`config.mk`:
```
export PLATFORM = sky130hd
export DESIGN_NAME = symbol_decoder
export DESIGN_NICKNAME = d
export VERILOG_FILES = /design/src/logic/demod_pkg.sv /design/src/logic/symbol_decoder.sv
export SDC_FILE = /design/constraint.sdc
export NUM_CORES = 1
export LEC_CHECK = 0
export BUFFER_PORTS_ARGS = -buffer_cell sky130_fd_sc_hd__buf_2
export CORE_MARGIN = 10
export CORE_UTILIZATION = 59
export DETAILED_ROUTE_END_ITERATION = 10
export PLACE_DENSITY_LB_ADDON = 0.12
export SLEW_MARGIN = 10
export SYNTH_ARGS = -nofsm -noshare
export SYNTH_HDL_FRONTEND = slang
export SYNTH_SLANG_ARGS = --single-unit
```
`constraint.sdc`:
```
create_clock -name vclk -period 2.1
set_input_delay 0.315 -clock vclk [all_inputs]
set_output_delay 0.315 -clock vclk [all_outputs]
set_load 0.05 [all_outputs]
```
`src/logic/demod_pkg.sv`:
```
`default_nettype none

package demod_pkg;

  // Sample and accumulator widths
  localparam int SAMPLE_W = 16;
  localparam int SUM_W    = 32;

  // Symbol timing
  localparam int SAMPLES_PER_BIT = 25;
  localparam int SYNC_BITS       = 20;
  localparam int CODE_BITS       = 10;

  // Window sums held for the older correlator taps
  localparam int CORR_DEPTH = SAMPLES_PER_BIT * (SYNC_BITS - 1);

  localparam int SAMPLE_CNT_W = $clog2(SAMPLES_PER_BIT);
  localparam int BIT_CNT_W    = $clog2(CODE_BITS + 1);
  localparam int FILL_CNT_W   = $clog2(CORR_DEPTH + 1);

  // Oldest bit in bit 19, 1 is a positive bit
  localparam logic [SYNC_BITS-1:0] SYNC_PATTERN = 20'b1100_0001_1000_1111_1001;

  typedef logic signed [SAMPLE_W-1:0] sample_t;
  typedef logic signed [SUM_W-1:0]    sum_t;
  typedef logic [CODE_BITS-1:0]       code_t;

  typedef logic [SAMPLE_CNT_W-1:0] sample_cnt_t;
  typedef logic [BIT_CNT_W-1:0]    bit_cnt_t;
  typedef logic [FILL_CNT_W-1:0]   fill_cnt_t;

  // Full scale peak is 20 taps of 25 x 1000
  localparam sum_t SYNC_THRESHOLD = sum_t'(450000);

  // Both disparity forms of the frame end symbol
  localparam code_t      END_CODE_P = 10'h143;
  localparam code_t      END_CODE_N = 10'h2BC;
  localparam logic [7:0] END_BYTE   = 8'hBC;

  typedef struct packed {
    logic [7:0] data;
    logic       first;  // First byte after sync
    logic       last;   // End code seen
  } byte_rec_t;

  typedef enum logic [1:0] {
    HUNT,
    DATA,
    DONE
  } frame_state_e;

endpackage

`default_nettype wire

```
`src/logic/symbol_decoder.sv`:
```
`timescale 1ns/100ps
`default_nettype none

module symbol_decoder (
  input  demod_pkg::code_t  code,
  output logic [7:0]        dec_byte,
  output logic              dec_end
);

  logic [4:0] dec_lo;
  logic [2:0] dec_hi;

  // 5b/6b, symbol bit a in code bit 0
  always_comb begin
    case (code[5:0])
      6'b111001, 6'b000110: dec_lo = 5'd0;
      6'b101110, 6'b010001: dec_lo = 5'd1;
      6'b101101, 6'b010010: dec_lo = 5'd2;
      6'b100011:            dec_lo = 5'd3;
      6'b101011, 6'b010100: dec_lo = 5'd4;
      6'b100101:            dec_lo = 5'd5;
      6'b100110:            dec_lo = 5'd6;
      6'b000111, 6'b111000: dec_lo = 5'd7;
      6'b100111, 6'b011000: dec_lo = 5'd8;
      6'b101001:            dec_lo = 5'd9;
      6'b101010:            dec_lo = 5'd10;
      6'b001011:            dec_lo = 5'd11;
      6'b101100:            dec_lo = 5'd12;
      6'b001101:            dec_lo = 5'd13;
      6'b001110:            dec_lo = 5'd14;
      6'b111010, 6'b000101: dec_lo = 5'd15;
      6'b110110, 6'b001001: dec_lo = 5'd16;
      6'b110001:            dec_lo = 5'd17;
      6'b110010:            dec_lo = 5'd18;
      6'b010011:            dec_lo = 5'd19;
      6'b110100:            dec_lo = 5'd20;
      6'b010101:            dec_lo = 5'd21;
      6'b010110:            dec_lo = 5'd22;
      6'b010111, 6'b101000: dec_lo = 5'd23;
      6'b110011, 6'b001100: dec_lo = 5'd24;
      6'b011001:            dec_lo = 5'd25;
      6'b011010:            dec_lo = 5'd26;
      6'b011011, 6'b100100: dec_lo = 5'd27;
      6'b011100:            dec_lo = 5'd28;
      6'b011101, 6'b100010: dec_lo = 5'd29;
      6'b011110, 6'b100001: dec_lo = 5'd30;
      6'b110101, 6'b001010: dec_lo = 5'd31;
      default:              dec_lo = 5'd0;  // Not a data symbol
    endcase
  end

  // 3b/4b, both running disparities
  always_comb begin
    case (code[9:6])
      4'b1101, 4'b0010:                   dec_hi = 3'd0;
      4'b1001:                            dec_hi = 3'd1;
      4'b1010:                            dec_hi = 3'd2;
      4'b0011, 4'b1100:                   dec_hi = 3'd3;
      4'b1011, 4'b0100:                   dec_hi = 3'd4;
      4'b0101:                            dec_hi = 3'd5;
      4'b0110:                            dec_hi = 3'd6;
      4'b0111, 4'b1000, 4'b1110, 4'b0001: dec_hi = 3'd7;  // Primary and alternate forms
      default:                            dec_hi = 3'd0;
    endcase
  end

  assign dec_end  = (code == demod_pkg::END_CODE_P) || (code == demod_pkg::END_CODE_N);
  assign dec_byte = dec_end ? demod_pkg::END_BYTE : {dec_hi, dec_lo};

endmodule

`default_nettype wire

```
==> results.py <==
metrics = {
    "status": {
        "status": "complete, but fails checks",
        "violations": "negative setup slack",
    },
    "timing": {
        "relSlewSlack_pct": 71.75,
        "rsz0062_at_grt": "yes",
        "max_freq_mhz": 473.8,
        "fin_tns_setup_ns": -0.01063,
        "setup_ws_ns": -0.01063,
        "finalHoldViolations": 0,
        "fin_crit_ns": 2.111,
        "slew_violations": 0,
        "finalCritPeriodShare_pct": 100.5,
        "worst_pin_slew_ns": 0.4202,
        "setup_violations": 1,
    },
    "synth": {
        "synth.area.top_cells": "ha_1 18%, buf_6 6.4%, mux2i_1 5.6%, o211ai_1 5.1%, nand2_1 4.7%",
        "ys_types": 45,
        "synth.avg_cell_area_um2": 7.909,
        "ys_seq_area_share_pct": 0,
        "synthesis.area_um2": 885.9,
        "yosysTopAreaCellShare_pct": 18.36,
        "synth_nets": 135,
        "synth_common_cells": "13 x ha_1, 11 x nand2_1, 6 x inv_1, 6 x nor2_1, 6 x o211ai_1",
        "yosys.cell_count.top_type": "ha_1",
        "synthCells": 112,
        "ys_warn_count": 0,
        "yosysTopAreaCell": "ha_1",
    },
    "critical_path": {
        "crit_type": "input pin to output pin",
        "worstPathRequired_ns": 1.78,
        "critPathSlowestCell": "a211o_1",
        "cp_slowest_stage_delay_ns": 0.31,
        "cp_max_fo": 7,
        "worstPathCellList": "buf_2, buf_4, ha_2, a211o_1, a31o_1, a211o_1, buf_6",
        "cp.arrival_ns": 1.80,
        "crit_top_cell": "a211o_1",
        "cp-start-kind": "input pin",
        "end_kind": "output pin",
    },
    "cells_and_area": {
        "seq_cells": 0,
        "diodes": 0,
        "syn_to_final_growth_pct": 26.84,
        "multi_input_area_um2": 818.3,
        "fill_cells": 91,
        "final_layout_size_suffix_gt1_share_pct": 40.15,
        "seq_area_um2": 0,
        "nets": 162,
        "clock_buffers": 0,
        "final_util_pct": 83.23,
    },
    "placed_design": {
        "port-buffer-count": 19,
        "place_congestion": 0.9054,
        "dp_slack_ns": -0.1180,
        "dp_hpwl_um": 1840,
    },
    "die": {
        "io_pins": 19,
        "core-area_um2": 1350,
        "num_rows": 13,
        "start_util_pct": 65.62,
        "chipWidth_um": 58.75,
        "die_area_um2": 3452,
        "die_h_um": 58.75,
    },
    "global_route": {
        "grt_first_pass_wirelength_um": 3939,
        "grt_max_degree": 22,
        "grtUsageTotal_pct": 13.28,
        "overflow": 0,
        "grt_pass1_vias": 866,
        "grt_antenna_before_repair": 0,
    },
    "power": {
        "ir_drop_mv": 0.1733,
        "p_leak_nw": 0.5130,
        "powerDensity_nw_per_um2": 264.3,
        "power_uw": 297.0,
    },
    "detailed_routing": {
        "drt-total-wl_um": 2382,
        "num_vias": 915,
        "drc": 0,
        "avgViaCountPerCell": 6.020,
        "ant_nets": 0,
        "dr.pass1.iters": 4,
        "wl_per_cell_um": 15.67,
        "drt_iter0_drc": 34,
    },
    "worst_hold_path": {
        "hp-class": "input pin to output pin",
    },
    "clocking": {
        "cts_hold_buf": 0,
    },
    "job": {
        "cap_violations": 0,
    },
}
path summary, 6_finish.rpt:
check | start | end | slack, ns | cells after the start
worst max-delay path | code[1] | dec_byte[3] | -0.01 | 7
worst min-delay path | code[9] | dec_byte[6] | 1.12 | 3
power by group:
group	leakage (nW)	internal (mW)	switching, mW
clock network	0	0	0
logic	0.513	0.120	0.177
registers	0	0	0
metrics by stage:
stage | area (µm²) | hold slack (ns) | instances
2_1_floorplan | 933.4 | 0.9101 | 112
3_3_place_gp | 1066 | 1.122 | 152
3_5_place_dp | 1066 | 1.136 | 152
4_1_cts | 1092 | 1.116 | 152
5_1_grt | 1124 | 1.140 | 152
6_report | 1124 | 1.116 | 152
repair_timing:
action	in CTS	in global routing
setup buffers	0	0
resized for setup	10	9
pin swaps	2	7
endpoints found under the setup margin	6	8
gates cloned	0	0
layer usage:
layer | vias to the layer above | GRT usage, % | share of wire (%)
met5 | - | 0 | 0
met4 | 0 | 0.9836 | 0.59
met3 | 2 | 1.502 | 6.5
met2 | 28 | 22.52 | 48
li1 | 465 | - | -
met1 | 420 | 17.96 | 44
placed cells by master, fill, tap and decap left out, types with 2 or more instances in the layout:
cell type  synthesis  layout
buf_6              5       2
ha_2               0       2
a211oi_1           5       5
a211oi_4           0       2
a21oi_1            4       4
mux2i_1            5       5
o21ai_0            5       5
ha_1              13       9
o211ai_1           6       6
nand2_1           11      11
buf_4              2      21
buf_2              2      11
nor2_1             6       6
a211o_1            2       2
nand3_1            2       2
o21ai_1            2       2
o31ai_1            2       2
inv_2              2       2
inv_1              6       4
ha_4               0       2
nand2b_1           4       4
final cells by class:
type | count | share of cell area [%]
multi-input combinational | 94 | 72.83
inverter | 8 | 3.229
timing repair buffer | 35 | 22.27
tap | 15 | 1.670
kinds of logic after synthesis:
| family | after synthesis | share of synthesized area [%] |
|---|---|---|
| multiplexers | 6 | 6.921 |
| buffers and inverters | 18 | 14.83 |
| adder cells (fa/ha/maj) | 13 | 18.36 |
| XOR/XNOR | 1 | 0.9889 |
| AND/OR/NAND/NOR | 34 | 23.45 |
| AO/OA/AOI/OAI | 40 | 35.45 |
critical path: cells and delay by family:
family                     cells  cell delay (ns)
AOI/OAI and AO/OA              3             0.84
adders and majority gates      1             0.20
buffers and inverters          3             0.44
Power figures use the tool's default switching activity.
