--- src/logic/demod_pkg.sv ---
`default_nettype none

package demod_pkg;

  // Sample and accumulator widths
  localparam int SAMPLE_W = 16;
  localparam int SUM_W    = 32;

  // Symbol timing
  localparam int SAMPLES_PER_BIT = 25;
  localparam int SYNC_BITS       = 20;
  localparam int CODE_BITS       = 10;

  // Window sums held for the older correlator taps
  localparam int CORR_DEPTH = SAMPLES_PER_BIT * (SYNC_BITS - 1);

  localparam int SAMPLE_CNT_W = $clog2(SAMPLES_PER_BIT);
  localparam int BIT_CNT_W    = $clog2(CODE_BITS + 1);
  localparam int FILL_CNT_W   = $clog2(CORR_DEPTH + 1);

  // Oldest bit in bit 19, 1 is a positive bit
  localparam logic [SYNC_BITS-1:0] SYNC_PATTERN = 20'b1100_0001_1000_1111_1001;

  typedef logic signed [SAMPLE_W-1:0] sample_t;
  typedef logic signed [SUM_W-1:0]    sum_t;
  typedef logic [CODE_BITS-1:0]       code_t;

  typedef logic [SAMPLE_CNT_W-1:0] sample_cnt_t;
  typedef logic [BIT_CNT_W-1:0]    bit_cnt_t;
  typedef logic [FILL_CNT_W-1:0]   fill_cnt_t;

  // Full scale peak is 20 taps of 25 x 1000
  localparam sum_t SYNC_THRESHOLD = sum_t'(450000);

  // Both disparity forms of the frame end symbol
  localparam code_t      END_CODE_P = 10'h143;
  localparam code_t      END_CODE_N = 10'h2BC;
  localparam logic [7:0] END_BYTE   = 8'hBC;

  typedef struct packed {
    logic [7:0] data;
    logic       first;  // First byte after sync
    logic       last;   // End code seen
  } byte_rec_t;

  typedef enum logic [1:0] {
    HUNT,
    DATA,
    DONE
  } frame_state_e;

endpackage

`default_nettype wire

--- src/logic/frame_tracker.sv ---
`timescale 1ns/100ps
`default_nettype none

module frame_tracker (
  input  wire logic             clk,
  input  wire logic             reset,
  input  wire logic             win_valid,
  input  demod_pkg::sum_t       win_sum,
  input  wire logic             sync_hit,
  input  wire logic             sync_neg,
  output demod_pkg::code_t      code,
  input  wire logic [7:0]       dec_byte,
  input  wire logic             dec_end,
  output logic                  rec_valid,
  output demod_pkg::byte_rec_t  rec
);

  demod_pkg::frame_state_e state;
  demod_pkg::sample_cnt_t  sample_cnt;  // Window sums within the current bit
  demod_pkg::bit_cnt_t     bit_cnt;     // Bits within the current symbol
  logic                    invert;      // Sync found with negative peak
  logic                    first_sym;
  logic                    bit_slice;
  logic                    bit_val;
  logic                    sym_done;

  // The 25th sum after the last slice covers exactly one bit
  assign bit_slice = (state == demod_pkg::DATA) && win_valid &&
                     (sample_cnt == demod_pkg::sample_cnt_t'(demod_pkg::SAMPLES_PER_BIT - 1));
  assign bit_val   = ~win_sum[demod_pkg::SUM_W-1] ^ invert;
  assign sym_done  = (state == demod_pkg::DATA) &&
                     (bit_cnt == demod_pkg::bit_cnt_t'(demod_pkg::CODE_BITS));

  always_ff @(posedge clk) begin
    if (reset) begin
      state      <= demod_pkg::HUNT;
      sample_cnt <= '0;
      bit_cnt    <= '0;
      invert     <= 1'b0;
      first_sym  <= 1'b0;
      rec_valid  <= 1'b0;
    end else begin
      rec_valid <= 1'b0;
      case (state)
        demod_pkg::HUNT: begin
          if (sync_hit) begin
            state      <= demod_pkg::DATA;
            invert     <= sync_neg;
            first_sym  <= 1'b1;
            bit_cnt    <= '0;
            // A sum arriving with the hit already belongs to bit 0
            sample_cnt <= win_valid ? demod_pkg::sample_cnt_t'(1) : '0;
          end
        end
        demod_pkg::DATA: begin
          if (win_valid)
            sample_cnt <= bit_slice ? '0 : sample_cnt + demod_pkg::sample_cnt_t'(1);
          if (bit_slice) begin
            bit_cnt <= bit_cnt + demod_pkg::bit_cnt_t'(1);
          end else if (sym_done) begin
            bit_cnt   <= '0;
            rec_valid <= 1'b1;
            first_sym <= 1'b0;
            if (dec_end)
              state <= demod_pkg::DONE;
          end
        end
        demod_pkg::DONE: state <= demod_pkg::HUNT;
        default:         state <= demod_pkg::HUNT;
      endcase
    end
  end

  always_ff @(posedge clk) begin
    if (bit_slice)
      code <= {bit_val, code[demod_pkg::CODE_BITS-1:1]};  // First bit ends in bit 0
    if (sym_done) begin
      rec.data  <= dec_byte;
      rec.first <= first_sym;
      rec.last  <= dec_end;
    end
  end

  a_bit_cnt_range: assert property (@(posedge clk) disable iff (reset)
    bit_cnt <= demod_pkg::bit_cnt_t'(demod_pkg::CODE_BITS));

endmodule

`default_nettype wire

--- config.mk ---
export PLATFORM = sky130hd
export DESIGN_NAME = frame_tracker
export DESIGN_NICKNAME = d
export VERILOG_FILES = /design/src/logic/demod_pkg.sv /design/src/logic/frame_tracker.sv
export SDC_FILE = /design/constraint.sdc
export NUM_CORES = 1
export LEC_CHECK = 0
export BUFFER_PORTS_ARGS = -buffer_cell sky130_fd_sc_hd__buf_2
export CAP_MARGIN = 30
export CORE_MARGIN = 2
export CORE_UTILIZATION = 40
export CTS_CLUSTER_DIAMETER = 120
export DETAILED_ROUTE_END_ITERATION = 6
export PLACE_DENSITY = 0.82
export SLEW_MARGIN = 20
export SYNTH_ARGS = -nofsm -noshare
export SYNTH_HDL_FRONTEND = slang
export SYNTH_SLANG_ARGS = --single-unit
--- constraint.sdc ---
create_clock -name clk -period 1.8 [get_ports clk]
set_input_delay 0.27 -clock clk [delete_from_list [all_inputs] [get_ports clk]]
set_output_delay 0.27 -clock clk [all_outputs]
set_load 0.05 [all_outputs]
==> results.py <==
metrics = {
    "outcome": {
        "outcome": "complete, no violations",
    },
    "clock_network": {
        "clk_pin_slew_ps": 100,
        "cts-resized-gates": 0,
        "cts_sinks": 34,
        "clockBufferDepth": 2,
        "tritoncts.num_buffers": 5,
        "clock-root-buffer": "clkbuf_4",
        "cts_hold_buf": 0,
        "clk_latency_ps": 330,
        "cts_tree": "yes",
        "postCtsSetupRepairBufs": 0,
        "htreeDepth": 2,
    },
    "critical_path": {
        "path_cells": "inv_1 -> ha_1 -> and4b_4 -> and2_4 -> nor2b_2 -> buf_12",
        "cp.arrival_ps": 1740,
        "reg2reg_from": "sample_cnt[0]$_SDFFE_PP0P_",
        "cp_slowest_stage_delay_ps": 360,
        "r2r_slack_ps": 110,
        "critPathLaunchType": "register",
        "critPathLaunch": "sample_cnt[0]$_SDFFE_PP0P_",
        "path_class": "register to register",
        "crit_slowest_cell": "dfxtp_1",
        "reg2reg_to": "code[8]$_DFFE_PP_",
        "critPathMaxFanout": 10,
        "crit_required_ps": 1850,
        "ff2ff_path_depth": 6,
        "critPathCapture": "code[8]$_DFFE_PP_",
        "cp-end-kind": "register",
    },
    "synthesis": {
        "synth.top_cells.by_count": "20 x edfxtp_1, 14 x dfxtp_1, 9 x nor2_1",
        "synth_top_area_share_pct": 44.1,
        "synth_seq_area_share_pct": 64.6,
        "synth.area.top_cells": "edfxtp_1 44%, dfxtp_1 21%, ha_1 3.7%",
        "syn_avg_cell_area_sq_um": 13.0,
        "synthesis.area_sq_um": 1360,
        "synth_edf_count": 20,
        "yosys.area.top_type": "edfxtp_1",
        "async_reset_ff_share_pct": 0,
        "yosysUniqueCellTypes": 36,
        "synthCells": 105,
        "synth_flop_cell": "edfxtp_1",
        "ys_ff_latch": 34,
        "yosysMostFrequentCell": "edfxtp_1",
        "yosys_warnings": 0,
        "syn_nets": 155,
    },
    "place": {
        "port_buffers": 35,
        "post-place-ws_ps": 142,
        "gp_congestion": 0.815,
        "dp_hpwl_um": 1810,
    },
    "global_routing": {
        "grt_usage_pct": 13.7,
        "antenna_found_initial": 0,
        "grt_pass1_vias": 923,
        "grt_pass1_wl_um": 4130,
        "grt_max_degree": 12,
        "overflow": 0,
    },
    "power": {
        "power_density_nw_per_um2": 777,
        "internal_power_w": 0.00100,
        "peakVddDrop_uv": 209,
        "total_power_w": 0.00129,
        "p_clk_share_pct": 30.0,
        "power_frac_comb_pct": 5.2,
        "p_sw_share_pct": 22.2,
        "p_sw_w": 0.000286,
        "p_leak_nw": 0.647,
        "seqPwrFrac_pct": 64.9,
    },
    "die": {
        "die_w_um": 62.4,
        "rows": 21,
        "start_util_pct": 41.2,
        "ioPinCount": 67,
        "die_h_um": 62.4,
        "dieArea_sq_um": 3890,
        "fp.coreArea_sq_um": 3310,
    },
    "sta": {
        "setup_ws_ps": 108,
        "tightestPinTransition_ps": 428,
        "rsz0062_at_grt": "false",
        "slew_violations": 0,
        "setup_viol": 0,
        "period_needed_ps": 1690,
        "clock_skew_ps": 13.3,
        "tns_ps": 0,
        "finalCritPeriodShare_pct": 94.0,
        "slew_headroom_pct": 70.6,
        "hold_violations": 0,
        "fmax_ghz": 0.591,
    },
    "finish": {
        "final_util_pct": 50.2,
        "nets": 196,
        "fillerInstances": 292,
        "multi_input_area_sq_um": 454,
        "drive_gt1_share_pct": 34.0,
        "area_growth_pct": 21.9,
        "seq_area_sq_um": 881,
        "antenna_cells": 0,
    },
    "detailed_routing": {
        "vias": 973,
        "post-route-drc-count": 0,
        "viasPerCell": 5.04,
        "antenna_left": 0,
        "routedWlPerCell_um": 13.0,
        "first_pass_iters": 4,
        "drtIter0Drc": 45,
        "wl_um": 2510,
    },
    "hold_path": {
        "hold_class": "input pin to register",
        "hp-start": "dec_byte[6]",
    },
    "flow_run": {
        "drv_cap": 0,
    },
}
==> power by group through the flow <==
stage,Combinational (W),Clock (W),Sequential (W)
floorplan,0.0000449,0,0.000848
global placement,0.0000610,0,0.000853
detailed placement,0.0000655,0,0.000854
CTS,0.0000663,0.000395,0.000836
global route,0.0000750,0.000416,0.000838
finish,0.0000665,0.000387,0.000837
==> per-stage QoR <==
step	area [sq um]	hold WS, ps	cells
after CTS	1660	115	193
after global routing	1660	109	193
final	1660	122	193
after global placement	1610	432	185
after floorplan	1370	369	105
after detailed placement	1610	441	185
==> sequential cells by signal, summed over array words and instances (netlist names) <==
| signal | flops |
|---|---|
| rec_valid | 1 |
| code | 10 |
| sample_cnt | 5 |
| first_sym | 1 |
| invert | 1 |
| rec | 10 |
| state | 2 |
| bit_cnt | 4 |
==> layer usage <==
layer / up-vias / routed length, um / GRT usage (%)
li1: 467 / - / -
met1: 456 / 1020 / 14.4
met2: 44 / 1250 / 23.4
met3: 6 / 171 / 4.17
met4: 0 / 67 / 9.44
met5: - / 0 / 0
==> logic make-up (layout without fill, tap and decap cells) <==
kind of cell             after synthesis  after routing  synth area share, %
multiplexers                           2              2                 1.47
buffers and inverters                  7             49                 2.20
flip-flops                            34             34                 64.6
AO/OA/AOI/OAI                         18             18                 9.37
XOR/XNOR                               4              4                 2.57
adder cells (fa/ha/maj)                4              4                 3.67
AND/OR/NAND/NOR                       36             36                 16.1
==> critical path: cells and delay by family, from the launching register on <==
kind	cells	cell delay, ps
adders and majority gates	1	150
DFF	1	360
buffers and inverters	2	240
and+or+nand+nor	3	660
==> placed cells by master, fill, tap and decap left out, types with 3 or more instances in the layout <==
cell      instances
buf_2            35
clkbuf_4          5
dfxtp_1          14
edfxtp_1         20
ha_1              4
inv_1             4
nand2_1           4
nand3_1           5
nor2_1            9
nor3_1            3
nor3b_1           3
xnor2_1           4
==> area by class of cell <==
type	count	share of cell area, %
clock buffer	6	2.49
clock inverter	2	0.528
inverter	4	0.904
multi-input combinational	64	27.4
sequential	34	53.1
tap	46	3.47
timing repair buffer	37	12.2
==> worst min-delay path by stage <==
stage / slack, ps / endpoint / depth (start not counted)
2_1_floorplan: 370 / rec[0]$_DFFE_PP_ / 0
3_3_place_gp: 430 / code[7]$_DFFE_PP_ / 0
3_5_place_dp: 440 / code[8]$_DFFE_PP_ / 0
4_1_cts: 110 / rec[9]$_DFFE_PP_ / 1
5_1_grt: 110 / rec[9]$_DFFE_PP_ / 1
6_report: 120 / rec[8]$_DFFE_PP_ / 1
No activity file was read; power rests on OpenSTA's default activity.
