$ cat src/logic/demod_pkg.sv
`default_nettype none

package demod_pkg;

  // Sample and accumulator widths
  localparam int SAMPLE_W = 16;
  localparam int SUM_W    = 32;

  // Symbol timing
  localparam int SAMPLES_PER_BIT = 25;
  localparam int SYNC_BITS       = 20;
  localparam int CODE_BITS       = 10;

  // Window sums held for the older correlator taps
  localparam int CORR_DEPTH = SAMPLES_PER_BIT * (SYNC_BITS - 1);

  localparam int SAMPLE_CNT_W = $clog2(SAMPLES_PER_BIT);
  localparam int BIT_CNT_W    = $clog2(CODE_BITS + 1);
  localparam int FILL_CNT_W   = $clog2(CORR_DEPTH + 1);

  // Oldest bit in bit 19, 1 is a positive bit
  localparam logic [SYNC_BITS-1:0] SYNC_PATTERN = 20'b1100_0001_1000_1111_1001;

  typedef logic signed [SAMPLE_W-1:0] sample_t;
  typedef logic signed [SUM_W-1:0]    sum_t;
  typedef logic [CODE_BITS-1:0]       code_t;

  typedef logic [SAMPLE_CNT_W-1:0] sample_cnt_t;
  typedef logic [BIT_CNT_W-1:0]    bit_cnt_t;
  typedef logic [FILL_CNT_W-1:0]   fill_cnt_t;

  // Full scale peak is 20 taps of 25 x 1000
  localparam sum_t SYNC_THRESHOLD = sum_t'(450000);

  // Both disparity forms of the frame end symbol
  localparam code_t      END_CODE_P = 10'h143;
  localparam code_t      END_CODE_N = 10'h2BC;
  localparam logic [7:0] END_BYTE   = 8'hBC;

  typedef struct packed {
    logic [7:0] data;
    logic       first;  // First byte after sync
    logic       last;   // End code seen
  } byte_rec_t;

  typedef enum logic [1:0] {
    HUNT,
    DATA,
    DONE
  } frame_state_e;

endpackage

`default_nettype wire

$ cat src/logic/byte_output.sv
`timescale 1ns/100ps
`default_nettype none

module byte_output (
  input  wire logic             clk,
  input  wire logic             reset,
  input  wire logic             rec_valid,
  input  demod_pkg::byte_rec_t  rec,
  input  wire logic             stop,
  output logic                  push_byte,
  output logic [7:0]            byte_data,
  output logic                  byte_sync,
  output logic                  byte_last
);

  always_ff @(posedge clk) begin
    if (reset) begin
      push_byte <= 1'b0;
      byte_sync <= 1'b0;
      byte_last <= 1'b0;
    end else if (rec_valid) begin
      push_byte <= 1'b1;
      byte_sync <= rec.first;
      byte_last <= rec.last;
    end else if (push_byte && !stop) begin
      // Taken this cycle, flags drop with push
      push_byte <= 1'b0;
      byte_sync <= 1'b0;
      byte_last <= 1'b0;
    end
  end

  always_ff @(posedge clk) begin
    if (rec_valid)
      byte_data <= rec.data;  // Held while stop is high
  end

  // A new record must not land on a byte still held by stop
  a_no_overrun: assert property (@(posedge clk) disable iff (reset)
    rec_valid |-> !(push_byte && stop));

endmodule

`default_nettype wire

$ cat config.mk
export PLATFORM = sky130hd
export DESIGN_NAME = byte_output
export DESIGN_NICKNAME = d
export VERILOG_FILES = /design/src/logic/demod_pkg.sv /design/src/logic/byte_output.sv
export SDC_FILE = /design/constraint.sdc
export NUM_CORES = 1
export LEC_CHECK = 0
export ABC_AREA = 1
export BUFFER_PORTS_ARGS = -buffer_cell sky130_fd_sc_hd__buf_4
export CAP_MARGIN = 15
export CORE_AREA = 2 2 39 41
export CTS_CLUSTER_DIAMETER = 30
export DETAILED_ROUTE_END_ITERATION = 7
export DIE_AREA = 0 0 41 43
export HOLD_SLACK_MARGIN = 0.05
export PLACE_DENSITY = 0.59
export SETUP_SLACK_MARGIN = 0.4
export SYNTH_ARGS = -nofsm -noshare
export SYNTH_HDL_FRONTEND = slang
export SYNTH_SLANG_ARGS = --single-unit
$ cat constraint.sdc
create_clock -name clk -period 0.8 [get_ports clk]
set_input_delay 0.08 -clock clk [delete_from_list [all_inputs] [get_ports clk]]
set_output_delay 0.08 -clock clk [all_outputs]
set_load 0.05 [all_outputs]
==> impl_metrics.yaml, run 1 <==
setup_path:
  required_ns: 0.72
  max_stage_delay_ns: 0.39
  cp-start-kind: "flip-flop"
  r2r-start: "push_byte$_SDFFE_PP0P_"
  critPathTopFamily: "flip-flops"
  crit_fanout: 1
  worstPathArrival_ns: 0.82
  startpoint: "byte_data[0]$_DFFE_PP_"
  crit_path_end_kind: "primary output"
  path_class: "flip-flop to primary output"
  cp_cell_sequence: "buf_6"
  worst-path-buf-inv: 1
  cp_slowest_cell: "edfxtp_1"
min_path:
  holdCritStartpoint: "reset"
  hp-class: "input port to flip-flop"
route:
  wl_um: 823
  post_drt_wl_per_cell_um: 12.10
  dr.pass1.iters: 2
  viasPerCell: 4.265
  vias: 290
  drt-initial-drc-count: 5
  antenna_left: 0
  drc: 0
floorplanning:
  design.die.area_sq_um: 1763
  die_width_um: 41
  coreArea_sq_um: 1384
  initial_utilization_pct: 25.32
  io_pins: 25
  dieHeight_um: 43
  std_cell_rows: 14
placed_design:
  place_area_sq_um: 561.8
  post-place-ws_ns: 0.1247
  dpl.hpwl_um: 621.9
  io_buffers: 24
  place_congestion: 0.6267
logic_synthesis:
  synth_cells: 22
  avgSynthCellArea_sq_um: 15.92
  yosysSeqAreaShare_pct: 85.71
  synth_xor_area_share_pct: 0
  syn_nets: 36
  ys_ff_latch: 11
  synth_warnings: 0
  synth_top_family_by_area: "simple AND/OR/NAND/NOR gates"
  synth_simple_gate_area_share_pct: 7.857
  muxShareOfSynthArea_pct: 0
  synth_compound_area_share_pct: 4.286
  ys_types: 8
  synth-adder-area-share_pct: 0
  synth_area_sq_um: 350.3
layout:
  post-route-util_pct: 49.46
  diodes: 0
  final_nets: 67
  synthToLayoutAreaGrowth_pct: 95.36
  design_area_sq_um: 684.4
  layout.area.seq_sq_um: 311.5
  mostFrequentLayoutCells: "buf_4, buf_6, edfxtp_1"
  n_fill_cell: 139
  layout_commonest_cell: "buf_4"
  drive_gt1_share_pct: 73.08
  multi_input_area_sq_um: 67.56
sta:
  max_slew_margin_pct: 90.50
  hold_viol_final: 10
  period_minus_slack_ns: 0.9047
  hold_ws_ns: -0.01792
  rsz0062_at_grt: "true"
  fin_skew_ns: 0.007197
  fmax_ghz: 1.105
  worst_slew_pin_slew_ns: 0.1425
  setup_viol: 11
  slew_violations: 0
  fin_crit_sh_pct: 113.1
  setup_ws_ns: -0.1047
power_and_ir_drop:
  p_per_area_nw_per_um2: 2018
  p_leak_nw: 0.3008
  ir_drop_uv: 1052
global_route:
  grt_use_total_pct: 10.44
  grt_pass1_wl_um: 1207
  overflow: 0
  grt_max_degree: 12
  antenna_found_initial: 0
  grt_pass1_vias: 295
cts:
  cts_tree: "done"
  cts_max_level: 1
  cts_sinks: 11
  cts_buffers: 3
  cts_buffer_depth: 2
  ctsRootBufferMaster: "clkbuf_4"
  clkTransAtPathRegs_ns: 0.07
  clock_latency_ns: 0.26
run_status:
  run_status: "complete, but fails checks"
  violations: "negative hold slack, negative setup slack"
run:
  max_cap_viol_count: 0
per-stage QoR:
step                setup TNS, ns  cells  power (W)
global route               -1.206     68   0.001441
global placement                0     62  0.0009601
CTS                       -0.9291     68   0.001384
floorplan                       0     22  0.0008398
finish                    -0.8241     68   0.001381
detailed placement              0     62  0.0009649
Yosys cell counts:
cell,number,area [sq um]
inv_1,1,3.750
nand2_2,1,6.260
a21oi_1,3,15.01
nand2_1,3,11.26
inv_2,1,3.750
nand3_1,2,10.01
edfxtp_1,8,240.2
dfxtp_1,3,60.06
per-layer routing:
layer	wire length, um	GRT usage, %	up-vias	share of wire [%]
met5	0	0	-	0
met4	0	4.000	0	0
met3	136	4.712	0	17
met2	371	16.56	25	45
met1	315	11.64	129	38
li1	-	-	136	-
power breakdown:
part	switching, W	internal [W]
clock	0.000174	0.000193
combinational	0.000198	0.000141
sequential	0.0000226	0.000653
final cells by class:
type / instances / area share (%)
well taps: 16 / 2.925
clock buffers: 4 / 3.839
inverters: 2 / 1.097
repair buffers: 26 / 36.75
multi-input cells: 9 / 9.872
flip-flops and latches: 11 / 45.52
path summary, 6_finish.rpt:
| check | slack, ns | cells after the start | to |
|---|---|---|---|
| max | -0.10 | 1 | byte_data[0] |
| min | -0.02 | 2 | push_byte$_SDFFE_PP0P_ |
| max reg2reg | 0.01 | 4 | byte_sync$_SDFFE_PP0P_ |
| min reg2reg | 0.51 | 2 | byte_sync$_SDFFE_PP0P_ |
kinds of logic (layout without fill, tap and decap cells):
family | after synthesis | count (layout)
buf+inv | 2 | 32
simple gates | 6 | 6
compound gates | 3 | 3
flops | 11 | 11
flip-flops by register name (all words and copies together), names as in the netlist:
signal and cells:
byte_data 8, byte_last 1, byte_sync 1, push_byte 1
repair_timing:
| action | CTS | global route |
|---|---|---|
| pin swaps | 2 | 3 |
| setup endpoints to repair | 14 | 14 |
| gates resized for setup | 18 | 3 |
| buffers inserted | 2 | 0 |
| endpoints found under the hold margin | 11 | 11 |
worst register-to-register path, stage by stage (launching register included):
cell,delay (ns)
dfxtp_4,0.35
buf_6,0.12
nand2_4,0.05
nand3_1,0.06
a21oi_1,0.12
(Power assumes the default switching activity.)
==> run 2, diff against run 1 <==
--- a/config.mk
+++ b/config.mk
@@ -9,11 +9,12 @@
 export BUFFER_PORTS_ARGS = -buffer_cell sky130_fd_sc_hd__buf_4
 export CAP_MARGIN = 15
 export CORE_AREA = 2 2 39 41
+export CTS_BUF_LIST = sky130_fd_sc_hd__clkbuf_16
 export CTS_CLUSTER_DIAMETER = 30
 export DETAILED_ROUTE_END_ITERATION = 7
 export DIE_AREA = 0 0 41 43
 export HOLD_SLACK_MARGIN = 0.05
-export PLACE_DENSITY = 0.59
+export PLACE_DENSITY = 0.67
 export SETUP_SLACK_MARGIN = 0.4
 export SYNTH_ARGS = -nofsm -noshare
 export SYNTH_HDL_FRONTEND = slang
==> impl_metrics.yaml, run 2 (synthesis gave the netlist of run 1 again) <==
floorplanning:
  die_width_um: 41
  initial_utilization_pct: 25.32
  io_pins: 25
  coreArea_sq_um: 1384
  design.die.area_sq_um: 1763
  std_cell_rows: 14
  dieHeight_um: 43
global_route:
  overflow: 0
  grt_use_total_pct: 11.15
  grt_pass1_vias: 308
  grt_pass1_wl_um: 1193
  grt_max_degree: 12
  antenna_found_initial: 0
placed_design:
  placedCellCount: 62
  dpl.hpwl_um: 644.2
  place_congestion: 0.6108
  place_area_sq_um: 561.8
  io_buffers: 24
cts:
  cts_tree: "done"
  cts_max_level: 1
  clkTransAtPathRegs_ns: 0.04
  ctsRootBufferMaster: "clkbuf_16"
  cts_buffer_depth: 2
  clock_latency_ns: 0.23
  cts_sinks: 11
  cts_buffers: 3
sta:
  max_slew_margin_pct: 90.64
  rsz0062_at_grt: "true"
  setup_viol: 11
  fmax_ghz: 1.150
  fin_crit_sh_pct: 108.7
  setup-tns-final_ns: -0.4385
  setup_ws_ns: -0.06972
  worst_slew_pin_slew_ns: 0.1404
  hold_viol_final: 0
  slew_violations: 0
  period_minus_slack_ns: 0.8697
  fin_skew_ns: 0.0004033
layout:
  mostFrequentLayoutCells: "buf_4, buf_6, edfxtp_1"
  synthToLayoutAreaGrowth_pct: 107.5
  largest_register: "byte_data"
  design_area_sq_um: 726.9
  layout_commonest_cell: "buf_4"
  largest_reg_flops: 8
  diodes: 0
  final_nets: 66
  drive_gt1_share_pct: 72.55
  final_cells: 67
power_and_ir_drop:
  p_total_w: 0.001888
  p_per_area_nw_per_um2: 2597
  ir_drop_uv: 1036
  p_leak_nw: 0.3167
setup_path:
  cp-start-kind: "flip-flop"
  crit_path_end_kind: "primary output"
  path_class: "flip-flop to primary output"
  ff2ff_setup_slack_ns: 0.11
  critPathTopFamily: "flip-flops"
  crit_fanout: 1
  worstPathArrival_ns: 0.79
  cp_slowest_cell: "edfxtp_1"
  required_ns: 0.72
  worst-path-buf-inv: 1
  rr_endpoint: "byte_last$_SDFFE_PP0P_"
  r2r-start: "push_byte$_SDFFE_PP0P_"
  max_stage_delay_ns: 0.39
  reg2regPathDepth: 3
  cp_cell_sequence: "buf_6"
route:
  wl_um: 895
  antenna_left: 0
  drt-initial-drc-count: 4
  post_drt_wl_per_cell_um: 13.36
  drc: 0
  viasPerCell: 4.269
  dr.pass1.iters: 3
  vias: 286
min_path:
  min_delay_path_depth: 2
  hp-class: "input port to flip-flop"
  hold_path_end: "byte_sync$_SDFFE_PP0P_"
  holdCritStartpoint: "reset"
run_status:
  run_status: "complete, but fails checks"
  violations: "negative setup slack"
run:
  max_cap_viol_count: 0
run 2: cell count changes in the layout (fill, tap and decap cells not counted):
| cell | delta |
|---|---|
| clkbuf_1 | -1 |
| nand3_1 | -1 |
| nand2_4 | -1 |
| buf_4 | -1 |
| nand3_2 | +1 |
| clkbuf_16 | +3 |
| clkbuf_4 | -3 |
| inv_1 | +1 |
| nand2_1 | +1 |
run 2: worst max path at each step:
| stage | endpoint | cells after the start | slack [ns] | start |
|---|---|---|---|---|
| 2_1_floorplan | byte_last$_SDFFE_PP0P_ | 3 | 0.08 | push_byte$_SDFFE_PP0P_ |
| 3_3_place_gp | byte_last$_SDFFE_PP0P_ | 3 | 0.16 | push_byte$_SDFFE_PP0P_ |
| 3_5_place_dp | byte_last$_SDFFE_PP0P_ | 3 | 0.14 | push_byte$_SDFFE_PP0P_ |
| 4_1_cts | byte_data[1] | 1 | -0.07 | byte_data[1]$_DFFE_PP_ |
| 5_1_grt | byte_data[4] | 1 | -0.1 | byte_data[4]$_DFFE_PP_ |
| 6_report | byte_data[4] | 1 | -0.07 | byte_data[4]$_DFFE_PP_ |
run 2: cell type report:
class / count / area (sq um)
Multi-Input combinational cell: 9 / 65.06
Inverter: 2 / 7.507
Sequential cell: 11 / 311.5
Clock buffer: 3 / 75.07
Fill cell: 132 / 656.9
Timing Repair Buffer: 25 / 244.0
Clock inverter: 1 / 3.754
Tap cell: 16 / 20.02
run 2: metal layers:
metal	global-route usage, %	vias to the layer above	wire length, um
met5	0	-	0
met4	6.000	0	0
met3	8.377	0	169
met2	18.13	25	453
met1	8.874	127	272
li1	-	134	-
run 2: report_power, final:
group | switching [W] | internal, W
Combinational | 0.000195 | 0.000135
Clock | 0.000222 | 0.000654
Sequential | 0.0000246 | 0.000657
Total | 0.000442 | 0.00145
run 2: repair_timing:
| item | CTS | global route |
|---|---|---|
| gates resized for setup | 14 | 6 |
| pin swaps | 0 | 3 |
| buffers inserted | 0 | 1 |
| hold endpoints to repair | 11 | 11 |
| setup endpoints to repair | 14 | 14 |
run 2: stage by stage:
| stage | hold slack [ns] | worst slack, ns | util (%) |
|---|---|---|---|
| 6_report | 0.02247 | -0.06972 | 52.53 |
| 5_1_grt | 0.01891 | -0.09779 | 52.53 |
| 4_1_cts | 0.01095 | -0.07359 | 50.09 |
| 3_5_place_dp | 0.2553 | 0.1437 | 40.60 |
| 3_3_place_gp | 0.2476 | 0.1553 | 40.60 |
| 2_1_floorplan | 0.1394 | 0.08232 | - |
