<file path="config.mk">
export PLATFORM = sky130hd
export DESIGN_NAME = window_sum
export DESIGN_NICKNAME = d
export VERILOG_FILES = /design/src/logic/demod_pkg.sv /design/src/logic/window_sum.sv
export SDC_FILE = /design/constraint.sdc
export NUM_CORES = 1
export LEC_CHECK = 0
export BUFFER_PORTS_ARGS = -buffer_cell sky130_fd_sc_hd__buf_2
export CORE_ASPECT_RATIO = 0.9
export CORE_UTILIZATION = 50
export CTS_BUF_LIST = sky130_fd_sc_hd__clkbuf_16
export DETAILED_ROUTE_END_ITERATION = 7
export GPL_TIMING_DRIVEN = 1
export PLACE_DENSITY = 0.76
export SLEW_MARGIN = 10
export SYNTH_ARGS = -nofsm -noshare
export SYNTH_HDL_FRONTEND = slang
export SYNTH_SLANG_ARGS = --single-unit
</file>
<file path="constraint.sdc">
create_clock -name clk -period 8.39 [get_ports clk]
set_clock_uncertainty 0.1 [all_clocks]
set_input_delay 0.839 -clock clk [delete_from_list [all_inputs] [get_ports clk]]
set_output_delay 0.839 -clock clk [all_outputs]
set_load 0.05 [all_outputs]
</file>
<file path="src/logic/demod_pkg.sv">
`default_nettype none

package demod_pkg;

  // Sample and accumulator widths
  localparam int SAMPLE_W = 16;
  localparam int SUM_W    = 32;

  // Symbol timing
  localparam int SAMPLES_PER_BIT = 25;
  localparam int SYNC_BITS       = 20;
  localparam int CODE_BITS       = 10;

  // Window sums held for the older correlator taps
  localparam int CORR_DEPTH = SAMPLES_PER_BIT * (SYNC_BITS - 1);

  localparam int SAMPLE_CNT_W = $clog2(SAMPLES_PER_BIT);
  localparam int BIT_CNT_W    = $clog2(CODE_BITS + 1);
  localparam int FILL_CNT_W   = $clog2(CORR_DEPTH + 1);

  // Oldest bit in bit 19, 1 is a positive bit
  localparam logic [SYNC_BITS-1:0] SYNC_PATTERN = 20'b1100_0001_1000_1111_1001;

  typedef logic signed [SAMPLE_W-1:0] sample_t;
  typedef logic signed [SUM_W-1:0]    sum_t;
  typedef logic [CODE_BITS-1:0]       code_t;

  typedef logic [SAMPLE_CNT_W-1:0] sample_cnt_t;
  typedef logic [BIT_CNT_W-1:0]    bit_cnt_t;
  typedef logic [FILL_CNT_W-1:0]   fill_cnt_t;

  // Full scale peak is 20 taps of 25 x 1000
  localparam sum_t SYNC_THRESHOLD = sum_t'(450000);

  // Both disparity forms of the frame end symbol
  localparam code_t      END_CODE_P = 10'h143;
  localparam code_t      END_CODE_N = 10'h2BC;
  localparam logic [7:0] END_BYTE   = 8'hBC;

  typedef struct packed {
    logic [7:0] data;
    logic       first;  // First byte after sync
    logic       last;   // End code seen
  } byte_rec_t;

  typedef enum logic [1:0] {
    HUNT,
    DATA,
    DONE
  } frame_state_e;

endpackage

`default_nettype wire

</file>
<file path="src/logic/window_sum.sv">
`timescale 1ns/100ps
`default_nettype none

module window_sum (
  input  wire logic               clk,
  input  wire logic               reset,
  input  wire logic               sample_valid,
  input  demod_pkg::sample_t      sample,
  output logic                    win_valid,
  output demod_pkg::sum_t         win_sum
);

  // Last 25 samples, newest in slot 0
  demod_pkg::sample_t taps [demod_pkg::SAMPLES_PER_BIT];

  always_ff @(posedge clk) begin
    if (reset) begin
      win_valid <= 1'b0;
      win_sum   <= '0;
      for (int i = 0; i < demod_pkg::SAMPLES_PER_BIT; i++) begin
        taps[i] <= '0;
      end
    end else begin
      win_valid <= sample_valid;
      if (sample_valid) begin
        // Add the new sample, drop the one leaving the window
        win_sum <= win_sum + demod_pkg::sum_t'(sample)
                   - demod_pkg::sum_t'(taps[demod_pkg::SAMPLES_PER_BIT-1]);
        taps[0] <= sample;
        for (int i = 1; i < demod_pkg::SAMPLES_PER_BIT; i++) begin
          taps[i] <= taps[i-1];
        end
      end
    end
  end

  a_valid_follows_sample: assert property (@(posedge clk) disable iff (reset)
    win_valid |-> $past(sample_valid));

endmodule

`default_nettype wire

</file>
==> summary.txt, run 1 <==
Status
  – Result of the run: finished clean

Synth
  – Post-synth top cells: edfxtp_1, and2_1, inv_1
  – Synthesized flop and latch total: 433
  – Avg Cell Area, Syn: 13.86 um^2
  – Yosys warns: 0
  – Post-Synthesis Cells: 1348
  – Seq/Total Area, Yosys: 0.6782
  – Largest area contributor in the netlist: edfxtp_1
  – Top post-synthesis cells by area: edfxtp_1, and2_1, nor2b_1
  – Distinct cell type count after synthesis: 68
  – Synthesized Nets: 1431
  – Count leader, synth: edfxtp_1
  – EDFF count, synth: 400
  – Synthesized area: 18680 um^2
  – Main synth FF type: edfxtp_1
  – Area share of the largest cell type after synthesis: 0.6429
  – Ys async rst share: 0

Power and ir drop
  – Leakage power: 0.008422 uW
  – Clock share of power: 0.294
  – Sw Share: 0.3277
  – Max VDD drop: 187.0 uV
  – Comb power frac: 0.284
  – Seq pwr share: 0.422
  – Switching power: 2048 uW
  – Power per Cell Area: 302.6 nW/um^2
  – Pint: 4203 uW

Timing
  – Min Clock Period, post-route: 3979 ps
  – Setup violators final: 0
  – PnR worst setup slack: 4411 ps
  – Final TNS setup: 0 ps
  – Hold WS: 395.2 ps
  – Relative slew slack: 0.2881
  – RSZ-0062 raised after global routing: no
  – Slew @ Worst Pin: 1068 ps
  – Final hold viol count: 0
  – Maximum clock rate: 251.3 MHz
  – Max-slew violation count: 0
  – Period utilisation layout: 0.4742

Die
  – Io pins: 52
  – Die Width: 205.8 um
  – Die area: 38150 um^2
  – Rows: 66
  – Core ar.: 36500 um^2
  – Initial Util: 0.5119
  – Die height: 185.4 um

Clock network
  – Post_cts resized: 0
  – H-tree Lvls: 2
  – Clk_lat worst skew: 560 ps
  – CTS sink cnt: 433
  – Post CTS Setup Buffer Count: 0
  – CTS Hold Buffers Added: 0
  – Cts bufs inserted: 43
  – Clock Path Buffers: 3
  – Clock transition at path regs: 70 ps
  – CTS tree: yes
  – Root buffer cell: clkbuf_16

Global routing
  – GRT Overall Usage: 0.1696
  – Vias in the first global route: 9198
  – Largest net degree at the start of global routing: 192
  – Wire length of the first global-routing pass: 50040 um
  – Grt ovf: 0
  – Antenna violations before repair: 0

Setup path
  – Setup crit end kind: register
  – CP startpoint kind: register
  – Crit Path Class: reg -> reg
  – Req. time, crit path: 8700 ps
  – WP data arrival: 4280 ps
  – Crit path max fanout: 17

Drt
  – Vias: 9604
  – DR iter-0 viols: 634
  – Post-route ant nets: 0
  – DRC: 0
  – First-pass iteration count of the detailed router: 4
  – Metal2 WL: 13560 um
  – Met3 WL: 1092 um
  – Top layer in use: met4
  – Wire length on met1: 16350 um
  – Drt wl/cell: 16.64 um
  – Vias per cell: 5.055
  – WL final: 31630 um

Final layout
  – Final std cells w/o fill: 1900
  – Share of post-route cells with drive strength above 1: 0.09902
  – Area growth, synth to finish: 10.57%
  – Fill cells: 2893
  – Antenna cells: 0
  – Count of nets after finishing: 1474
  – Final Util: 0.5660

Placed design
  – Detail Placement HPWL: 18610 um
  – Pre-CTS WS: 4192 ps
  – Number of port buffers: 51
  – GPL Wtd Cong: 0.8606
  – Placed Cells: 1822

Min path
  – Hold Path Class: reg -> reg

Job
  – Max-cap violations: 0
==> logic make-up (layout without fill, tap and decap cells) <==
| kind of cell | count (synthesis) | count (layout) | share of synthesized area |
|---|---|---|---|
| AO/OA/AOI/OAI | 142 | 142 | 0.05257 |
| flip-flops | 433 | 433 | 0.6782 |
| multiplexers | 12 | 12 | 0.006496 |
| XOR/XNOR | 20 | 20 | 0.009375 |
| adder cells (fa/ha/maj) | 64 | 64 | 0.05531 |
| buffers and inverters | 176 | 252 | 0.03917 |
| AND/OR/NAND/NOR | 501 | 501 | 0.1588 |
==> power groups by stage <==
stage	sequential, uW	combinational [uW]	clock (uW)
2_1_floorplan	2870	1220	0
3_3_place_gp	2680	1760	0
3_5_place_dp	2690	1760	0
4_1_cts	2640	1770	1880
5_1_grt	2660	1970	1960
6_report	2640	1780	1840
==> path summary, 6_finish.rpt <==
kind / startpoint / end / slack (ps) / cells past startpoint
worst max register to register: taps[0][399] / win_sum[28] / 4410 / 10
worst min register to register: win_sum[1] / win_sum[1] / 400 / 2
worst min-delay path: win_sum[1] / win_sum[1] / 400 / 2
worst max-delay path: taps[0][399] / win_sum[28] / 4410 / 10
==> cell type report <==
type,count,area [um^2],area share
clock buffers,44,1101,0.05330
clock inverters,34,242.7,0.01175
inverters,117,451.7,0.02186
multi-input cells,739,5280,0.2556
flip-flops and latches,433,12670,0.6134
well taps,476,595.6,0.02883
repair buffers,57,315.3,0.01526
==> metrics by stage <==
stage / instance area (um^2) / total power [uW]
floorplan: 18680 / 4090
global placement: 19310 / 4442
detailed placement: 19310 / 4444
CTS: 20660 / 6301
global route: 20660 / 6587
finish: 20660 / 6251
==> metal layers <==
metal | GRT usage | vias up
li1 | - | 4730
met1 | 0.2681 | 4698
met2 | 0.2374 | 133
met3 | 0.02885 | 43
met4 | 0.04978 | 0
met5 | 0 | -
==> worst max-delay path, stage by stage (launching register included) <==
cell and delay [ps]:
edfxtp_1 1040, fa_1 560, inv_1 70, ha_1 280, a21oi_1 270, o21ai_0 160
a31oi_1 250, o21ai_0 220, a211oi_1 500, mux2i_1 260, o221ai_1 120
==> flip-flops by register name, indices dropped and copies added, names as in the netlist <==
signal	count
taps	400
win_sum	32
win_valid	1
==> layout by cell type (no fill, tap or decap), types with 6 or more instances in the layout <==
cell type and n:
edfxtp_1 400, and2_1 274, inv_1 122, nor2b_1 115, buf_2 50, nor2_1 46
clkbuf_16 44, a21oi_1 34, ha_1 33, dfxtp_1 33, nand2_1 31, fa_1 31
o21ai_0 18, xor2_1 16, a21o_1 13, o22ai_1 13, a211oi_1 11, mux2i_1 11
nor3_1 10, clkinv_2 9, o21a_1 8, clkinv_1 7, a31oi_1 6, buf_4 6
(Power assumes the default switching activity.)
==> run 2, diff against run 1 <==
--- a/config.mk
+++ b/config.mk
@@ -5,6 +5,7 @@
 export SDC_FILE = /design/constraint.sdc
 export NUM_CORES = 1
 export LEC_CHECK = 0
+export ABC_AREA = 1
 export BUFFER_PORTS_ARGS = -buffer_cell sky130_fd_sc_hd__buf_2
 export CORE_ASPECT_RATIO = 0.9
 export CORE_UTILIZATION = 50
==> constraint.sdc (replaced) <==
create_clock -name clk -period 3.9 [get_ports clk]
set_clock_uncertainty 0.1 [all_clocks]
set_input_delay 0.39 -clock clk [delete_from_list [all_inputs] [get_ports clk]]
set_output_delay 0.39 -clock clk [all_outputs]
set_load 0.05 [all_outputs]
==> run 2 against run 1 <==
  * Combinational power rose to 2.6 times the previous value
  * Global-route usage up 1.4 points
  * Setup slack worse by 3800 ps
  * Worst hold slack worse by 290 ps
  * Sequential share of layout area down 3.2 points
  * Sequential power up 120%
  * Power up 130%
  * Count of clock-buffer cells in the layout unchanged
  * Synthesized area up 4.9%
  * Clock power up 120%
  * Die area up 4.8%
  * Flip-flop and latch count unchanged
  * Largest cell class unchanged
  * Largest power group unchanged
  * Highest routed layer unchanged
==> summary.txt, run 2 <==
Final layout
  – Most common cell after layout, fill and taps aside: inv_1
  – Antenna cells: 0
  – Final std cells w/o fill: 2607
  – Count of nets after finishing: 2130
  – Max reg flops: 400
  – Share of post-route cells with drive strength above 1: 0.06628
  – Most frequent cells in the layout: inv_1, nor2_1, edfxtp_1
  – Area growth, synth to finish: 11.22%
  – Reg with most FFs: taps
  – Largest registers: taps (400), win_sum (32), win_valid (1)

Placed design
  – Placed Cells: 2526
  – Number of port buffers: 51
  – GPL Wtd Cong: 0.9042
  – Detail Placement HPWL: 22870 um

Job
  – Max-cap violations: 0

Clock network
  – Clk_lat worst skew: 560 ps
  – Clock transition at path regs: 60 ps
  – Post_cts resized: 0
  – Cts bufs inserted: 44
  – Root buffer cell: clkbuf_16
  – Clock Path Buffers: 3
  – CTS sink cnt: 433
  – CTS Hold Buffers Added: 0
  – CTS tree: yes
  – H-tree Lvls: 2
  – Post CTS Setup Buffer Count: 0

Die
  – Initial Util: 0.5096
  – Die height: 189.8 um
  – Core ar.: 38460 um^2
  – Rows: 68
  – Die Width: 210.7 um
  – Io pins: 52
  – Die area: 39990 um^2

Synth
  – Synthesized area: 19600 um^2
  – Top post-synthesis cells by area: edfxtp_1, inv_1, nor2_1
  – Synthesized flop and latch total: 433
  – Post-synth top cells: inv_1, nor2_1, edfxtp_1
  – Largest area contributor in the netlist: edfxtp_1
  – EDFF count, synth: 400
  – Avg Cell Area, Syn: 9.853 um^2
  – Ys async rst share: 0
  – Area share of the largest cell type after synthesis: 0.6129
  – Post-Synthesis Cells: 1989
  – Seq/Total Area, Yosys: 0.6466
  – Main synth FF type: edfxtp_1
  – Yosys warns: 0
  – Distinct cell type count after synthesis: 30
  – Count leader, synth: inv_1
  – Synthesized Nets: 2072

Drt
  – WL final: 35620 um
  – DRC: 0
  – Drt wl/cell: 13.66 um
  – DR iter-0 viols: 891
  – Vias per cell: 4.529
  – Vias: 11808
  – First-pass iteration count of the detailed router: 5
  – Post-route ant nets: 0

Global routing
  – Met2 usage: 0.3055
  – Wire length of the first global-routing pass: 58030 um
  – Antenna violations before repair: 0
  – Grt met1 use: 0.2543
  – Vias in the first global route: 11668
  – Met3 usage: 0.02905
  – GR peak layer: met2
  – Largest net degree at the start of global routing: 143
  – GRT Overall Usage: 0.1836
  – Grt ovf: 0

Setup path
  – CP startpoint kind: register
  – Max stage delay on crit path: 800 ps
  – Most used cell, CP: nand2_1
  – Slowest CP cell: edfxtp_1
  – WP data arrival: 3570 ps
  – Setup crit end kind: register
  – R2R Path Start: taps[0][399]
  – R2r endpoint: win_sum[25]
  – Crit path max fanout: 17
  – Crit Path Class: reg -> reg
  – Req. time, crit path: 4210 ps
  – CP cell instances: fa_1 -> inv_1 -> ha_1 -> nand2_1 -> nor2_1 -> nand2_1 -> nor2_1 -> nand2_1 -> nand3_1 -> nand2_1 -> nand3_1 -> nand2_1
  – R2R cell count: 12
  – Reg2reg setup slack: 630 ps

Min path
  – Hold path depth: 3
  – HP Start: sample[12]
  – Hold Path End: taps[0][12]
  – Hold Path Class: in -> reg

Timing
  – Slew @ Worst Pin: 994.7 ps
  – Min Clock Period, post-route: 3268 ps
  – Period utilisation layout: 0.8379
  – Relative slew slack: 0.3369
  – Max-slew violation count: 0
  – Final hold viol count: 0
  – RSZ-0062 raised after global routing: no
  – Maximum clock rate: 306.0 MHz
  – Setup violators final: 0
  – Final TNS setup: 0 ps

Power and ir drop
  – Max VDD drop: 344.1 uV
  – Power per Cell Area: 657.9 nW/um^2
  – Leakage power: 0.009975 uW

Status
  – Result of the run: finished clean
[run 2: cell types whose count changed in the layout (fill, tap and decap cells not counted), sizes merged, moves of 6 or more]
cell / before / now
nor2: 46 / 445
xor2: 16 / 2
a211oi: 11 / 0
nand2: 31 / 261
nand3: 5 / 40
a21o: 14 / 1
inv: 128 / 627
nor3: 11 / 3
and2: 274 / 0
o21a: 8 / 0
nor2b: 116 / 0
mux2i: 11 / 0
o21ai: 22 / 28
o22ai: 13 / 5
[run 2: worst max-delay path by stage]
stage | from | endpoint | slack (ps) | depth (start not counted)
after floorplan | reset | taps[0][0] | 930 | 4
after global placement | taps[0][399] | win_sum[25] | 750 | 12
after detailed placement | taps[0][399] | win_sum[25] | 710 | 12
after CTS | taps[0][399] | win_sum[25] | 690 | 12
after global routing | taps[0][399] | win_sum[25] | 400 | 12
final | taps[0][399] | win_sum[25] | 630 | 12
[run 2: cells by family after synthesis]
family                     synth area share
AOI/OAI and AO/OA                   0.01947
DFF                                  0.6466
and+or+nand+nor                      0.1499
adders and majority gates           0.05274
buffers and inverters                0.1304
xor gates and xnor gates          0.0008940
[run 2: worst max-delay path, delay by kind of cell, from the launching register on]
family	cells	cell delay, ps
simple gates	9	1170
fa+ha+maj	2	1020
buf+inv	1	50
flops	1	800
[run 2: per-layer routing]
layer / vias to the layer above / wire length (um)
li1: 6046 / -
met3: 44 / 1251
met4: 0 / 590
met5: - / 0
met2: 168 / 16980
met1: 5550 / 16800
[run 2: metrics by stage]
stage | hold slack, ps | cell area [um^2] | utilization | worst slack [ps] | power (uW)
after floorplan | 405.0 | 19610 | - | 931.1 | 9192
after global placement | 357.0 | 20430 | 0.5311 | 748.8 | 10420
after detailed placement | 362.4 | 20430 | 0.5311 | 708.8 | 10460
after CTS | 94.73 | 21800 | 0.5668 | 689.3 | 14460
after global routing | 102.1 | 21800 | 0.5668 | 396.2 | 15250
final | 107.3 | 21800 | 0.5668 | 632.3 | 14340
[run 2: report_power, final]
group	total [uW]	leakage, uW	switching (uW)	internal, uW
clock	3980	0.000693	1770	2210
combinational	4570	0.00459	3260	1310
sequential	5790	0.00470	256	5530
total	14300	0.00997	5290	9050
[run 2: cell type report]
type,count,area [um^2]
Clock buffer,44,1101
Timing Repair Buffer,61,395.4
Inverter,617,2331
Fill cell,3281,16660
Sequential cell,433,12670
Tap cell,525,656.9
Multi-Input combinational cell,890,4370
Clock inverter,37,269.0
==> run 3, diff against run 2 <==
--- a/config.mk
+++ b/config.mk
@@ -12,7 +12,7 @@
 export CTS_BUF_LIST = sky130_fd_sc_hd__clkbuf_16
 export DETAILED_ROUTE_END_ITERATION = 7
 export GPL_TIMING_DRIVEN = 1
-export PLACE_DENSITY = 0.76
+export PLACE_DENSITY = 0.79
 export SLEW_MARGIN = 10
 export SYNTH_ARGS = -nofsm -noshare
 export SYNTH_HDL_FRONTEND = slang
==> constraint.sdc (replaced) <==
create_clock -name clk -period 2.93 [get_ports clk]
set_clock_uncertainty 0.1 [all_clocks]
set_input_delay 0.293 -clock clk [delete_from_list [all_inputs] [get_ports clk]]
set_output_delay 0.293 -clock clk [all_outputs]
set_load 0.05 [all_outputs]
==> run 3 against run 2 <==
  * Critical endpoint is now win_sum[24]
  * Setup slack got worse by 480 ps
  * Cell count is 0.84% higher
  * Largest power group unchanged
  * Wire length grew 3.4%
  * Core utilization up 0.72 points
  * Die area is the same
  * Power grew 35%
  * Critical path depth is 1 higher
  * Largest cell class unchanged
  * Count of clock-buffer cells in the layout stayed put
  * Sequential power grew 32%
==> summary.txt, run 3 (synthesis gave the netlist of run 2 again) <==
Status
  – Result of the run: finished clean

Die
  – Die height: 189.8 um
  – Core ar.: 38460 um^2
  – Io pins: 52
  – Die Width: 210.7 um
  – Die area: 39990 um^2
  – Rows: 68
  – Initial Util: 0.5096

Final layout
  – Max reg flops: 400
  – Most common cell after layout, fill and taps aside: inv_1
  – Final Util: 0.5740
  – Antenna cells: 0
  – Final std cells w/o fill: 2629
  – Reg with most FFs: taps
  – Share of post-route cells with drive strength above 1: 0.07224
  – Largest registers: taps (400), win_sum (32), win_valid (1)
  – Finished Cell Area: 22070 um^2
  – Count of nets after finishing: 2155
  – Area growth, synth to finish: 12.63%
  – Most frequent cells in the layout: inv_1, nor2_1, edfxtp_1

Timing
  – Slew @ Worst Pin: 681.5 ps
  – Max-slew violation count: 0
  – RSZ-0062 raised after global routing: no
  – Final TNS setup: 0 ps
  – Min Clock Period, post-route: 2776 ps
  – Setup violators final: 0
  – Final hold viol count: 0
  – Maximum clock rate: 360.2 MHz
  – Relative slew slack: 0.5457
  – Period utilisation layout: 0.9475

Power and ir drop
  – Sw Share: 0.3698
  – Max VDD drop: 510.6 uV
  – Comb power frac: 0.328
  – Clock share of power: 0.275
  – Leakage power: 0.01013 uW
  – Seq pwr share: 0.397
  – Pint: 12160 uW
  – Switching power: 7136 uW
  – Power per Cell Area: 874.3 nW/um^2

Drt
  – Vias per cell: 4.626
  – DR iter-0 viols: 1005
  – WL final: 36830 um
  – Vias: 12162
  – First-pass iteration count of the detailed router: 5
  – Drt wl/cell: 14.01 um
  – DRC: 0
  – Post-route ant nets: 0

Setup path
  – Reg2reg setup slack: 150 ps
  – Top Family by Delay on Critical Path: simple AND/OR/NAND/NOR gates
  – CP startpoint kind: register
  – CP cell instances: buf_12 -> fa_1 -> inv_1 -> ha_1 -> nand2_1 -> nor2_1 -> nand2_1 -> nor2_1 -> nand2_1 -> nand3_1 -> nand2_1 -> nand3_1 -> nand2_1
  – Crit path max fanout: 17
  – Req. time, crit path: 3290 ps
  – Max stage delay on crit path: 490 ps
  – Slowest CP cell: fa_1
  – Crit Path Class: reg -> reg
  – Worst path bufs/invs: 2
  – Most used cell, CP: nand2_1
  – WP data arrival: 3140 ps
  – Setup crit end kind: register

Global routing
  – Vias in the first global route: 12140
  – Grt ovf: 0
  – Wire length of the first global-routing pass: 60630 um
  – Largest net degree at the start of global routing: 94
  – GRT Overall Usage: 0.1908
  – Antenna violations before repair: 0

Min path
  – Hold Path Class: in -> reg

Placed design
  – GPL Wtd Cong: 0.9659
  – Number of port buffers: 51
  – Placed inst area: 20610 um^2
  – Placed Cells: 2541
  – Detail Placement HPWL: 23380 um

Clock network
  – Clock transition at path regs: 70 ps
  – Clock Path Buffers: 3
  – Root buffer cell: clkbuf_16
  – CTS tree: yes
  – Post CTS Setup Buffer Count: 0
  – H-tree Lvls: 2
  – CTS sink cnt: 433
  – Clk_lat worst skew: 580 ps
  – Cts bufs inserted: 44

Job
  – Max-cap violations: 0
## run 3: cell count changes in the layout (fill, tap and decap cells not counted), moves of 4 or more
cell           before  now
inv_1             623  627
dlygate4sd3_1       0   10
buf_12              5   11
buf_4               6   15
## run 3: timing repair
| action | 4_1_cts | 5_1_grt |
|---|---|---|
| resized for setup | 0 | 3 |
| hold buffers | 10 | 0 |
| hold endpoints to repair | 11 | 0 |
| endpoints found under the setup margin | 0 | 2 |
## run 3: power by group through the flow
stage | Sequential [uW] | Clock (uW) | Combinational (uW)
after floorplan | 8420 | 0 | 3810
after global placement | 7760 | 0 | 6170
after detailed placement | 7780 | 0 | 6240
after CTS | 7660 | 5420 | 6300
after global routing | 7710 | 5660 | 7110
final | 7660 | 5300 | 6330
## run 3: path summary, 6_finish.rpt
check               startpoint           to  cells past startpoint
setup / recovery  taps[0][399]  win_sum[24]                     13
hold reg to reg    win_sum[21]  win_sum[21]                      2
hold / removal       sample[7]   taps[0][7]                      3
setup reg to reg  taps[0][399]  win_sum[24]                     13
## run 3: per-stage QoR
step                      setup WS, ps  hold WS [ps]  power, uW
after floorplan                  58.13         377.4      12230
after global placement           134.1         363.8      13930
after detailed placement         123.3         372.0      14030
after CTS                        173.2         12.14      19380
after global routing             10.25         39.34      20480
final                            153.8         58.01      19300
## run 3: layout make-up
cell class                 count  area (um^2)
timing repair buffer          86        683.2
sequential                   433        12670
multi-input combinational    890         4378
inverter                     617         2331
clock inverter                34        250.2
clock buffer                  44         1101
tap                          525        656.9
fill                        3141        16380
## run 3: routing by layer
metal  share of wire  up-vias  track usage
li1                -     6096            -
met1            0.45     5743       0.2553
met2            0.49      250       0.3198
met3           0.041       73      0.02988
met4           0.026        0      0.06271
met5               0        -            0
## run 3: tightest hold or removal path, delay by kind of cell
kind,cells,cell delay (ps)
buffers and inverters,2,140
and+or+nand+nor,1,160
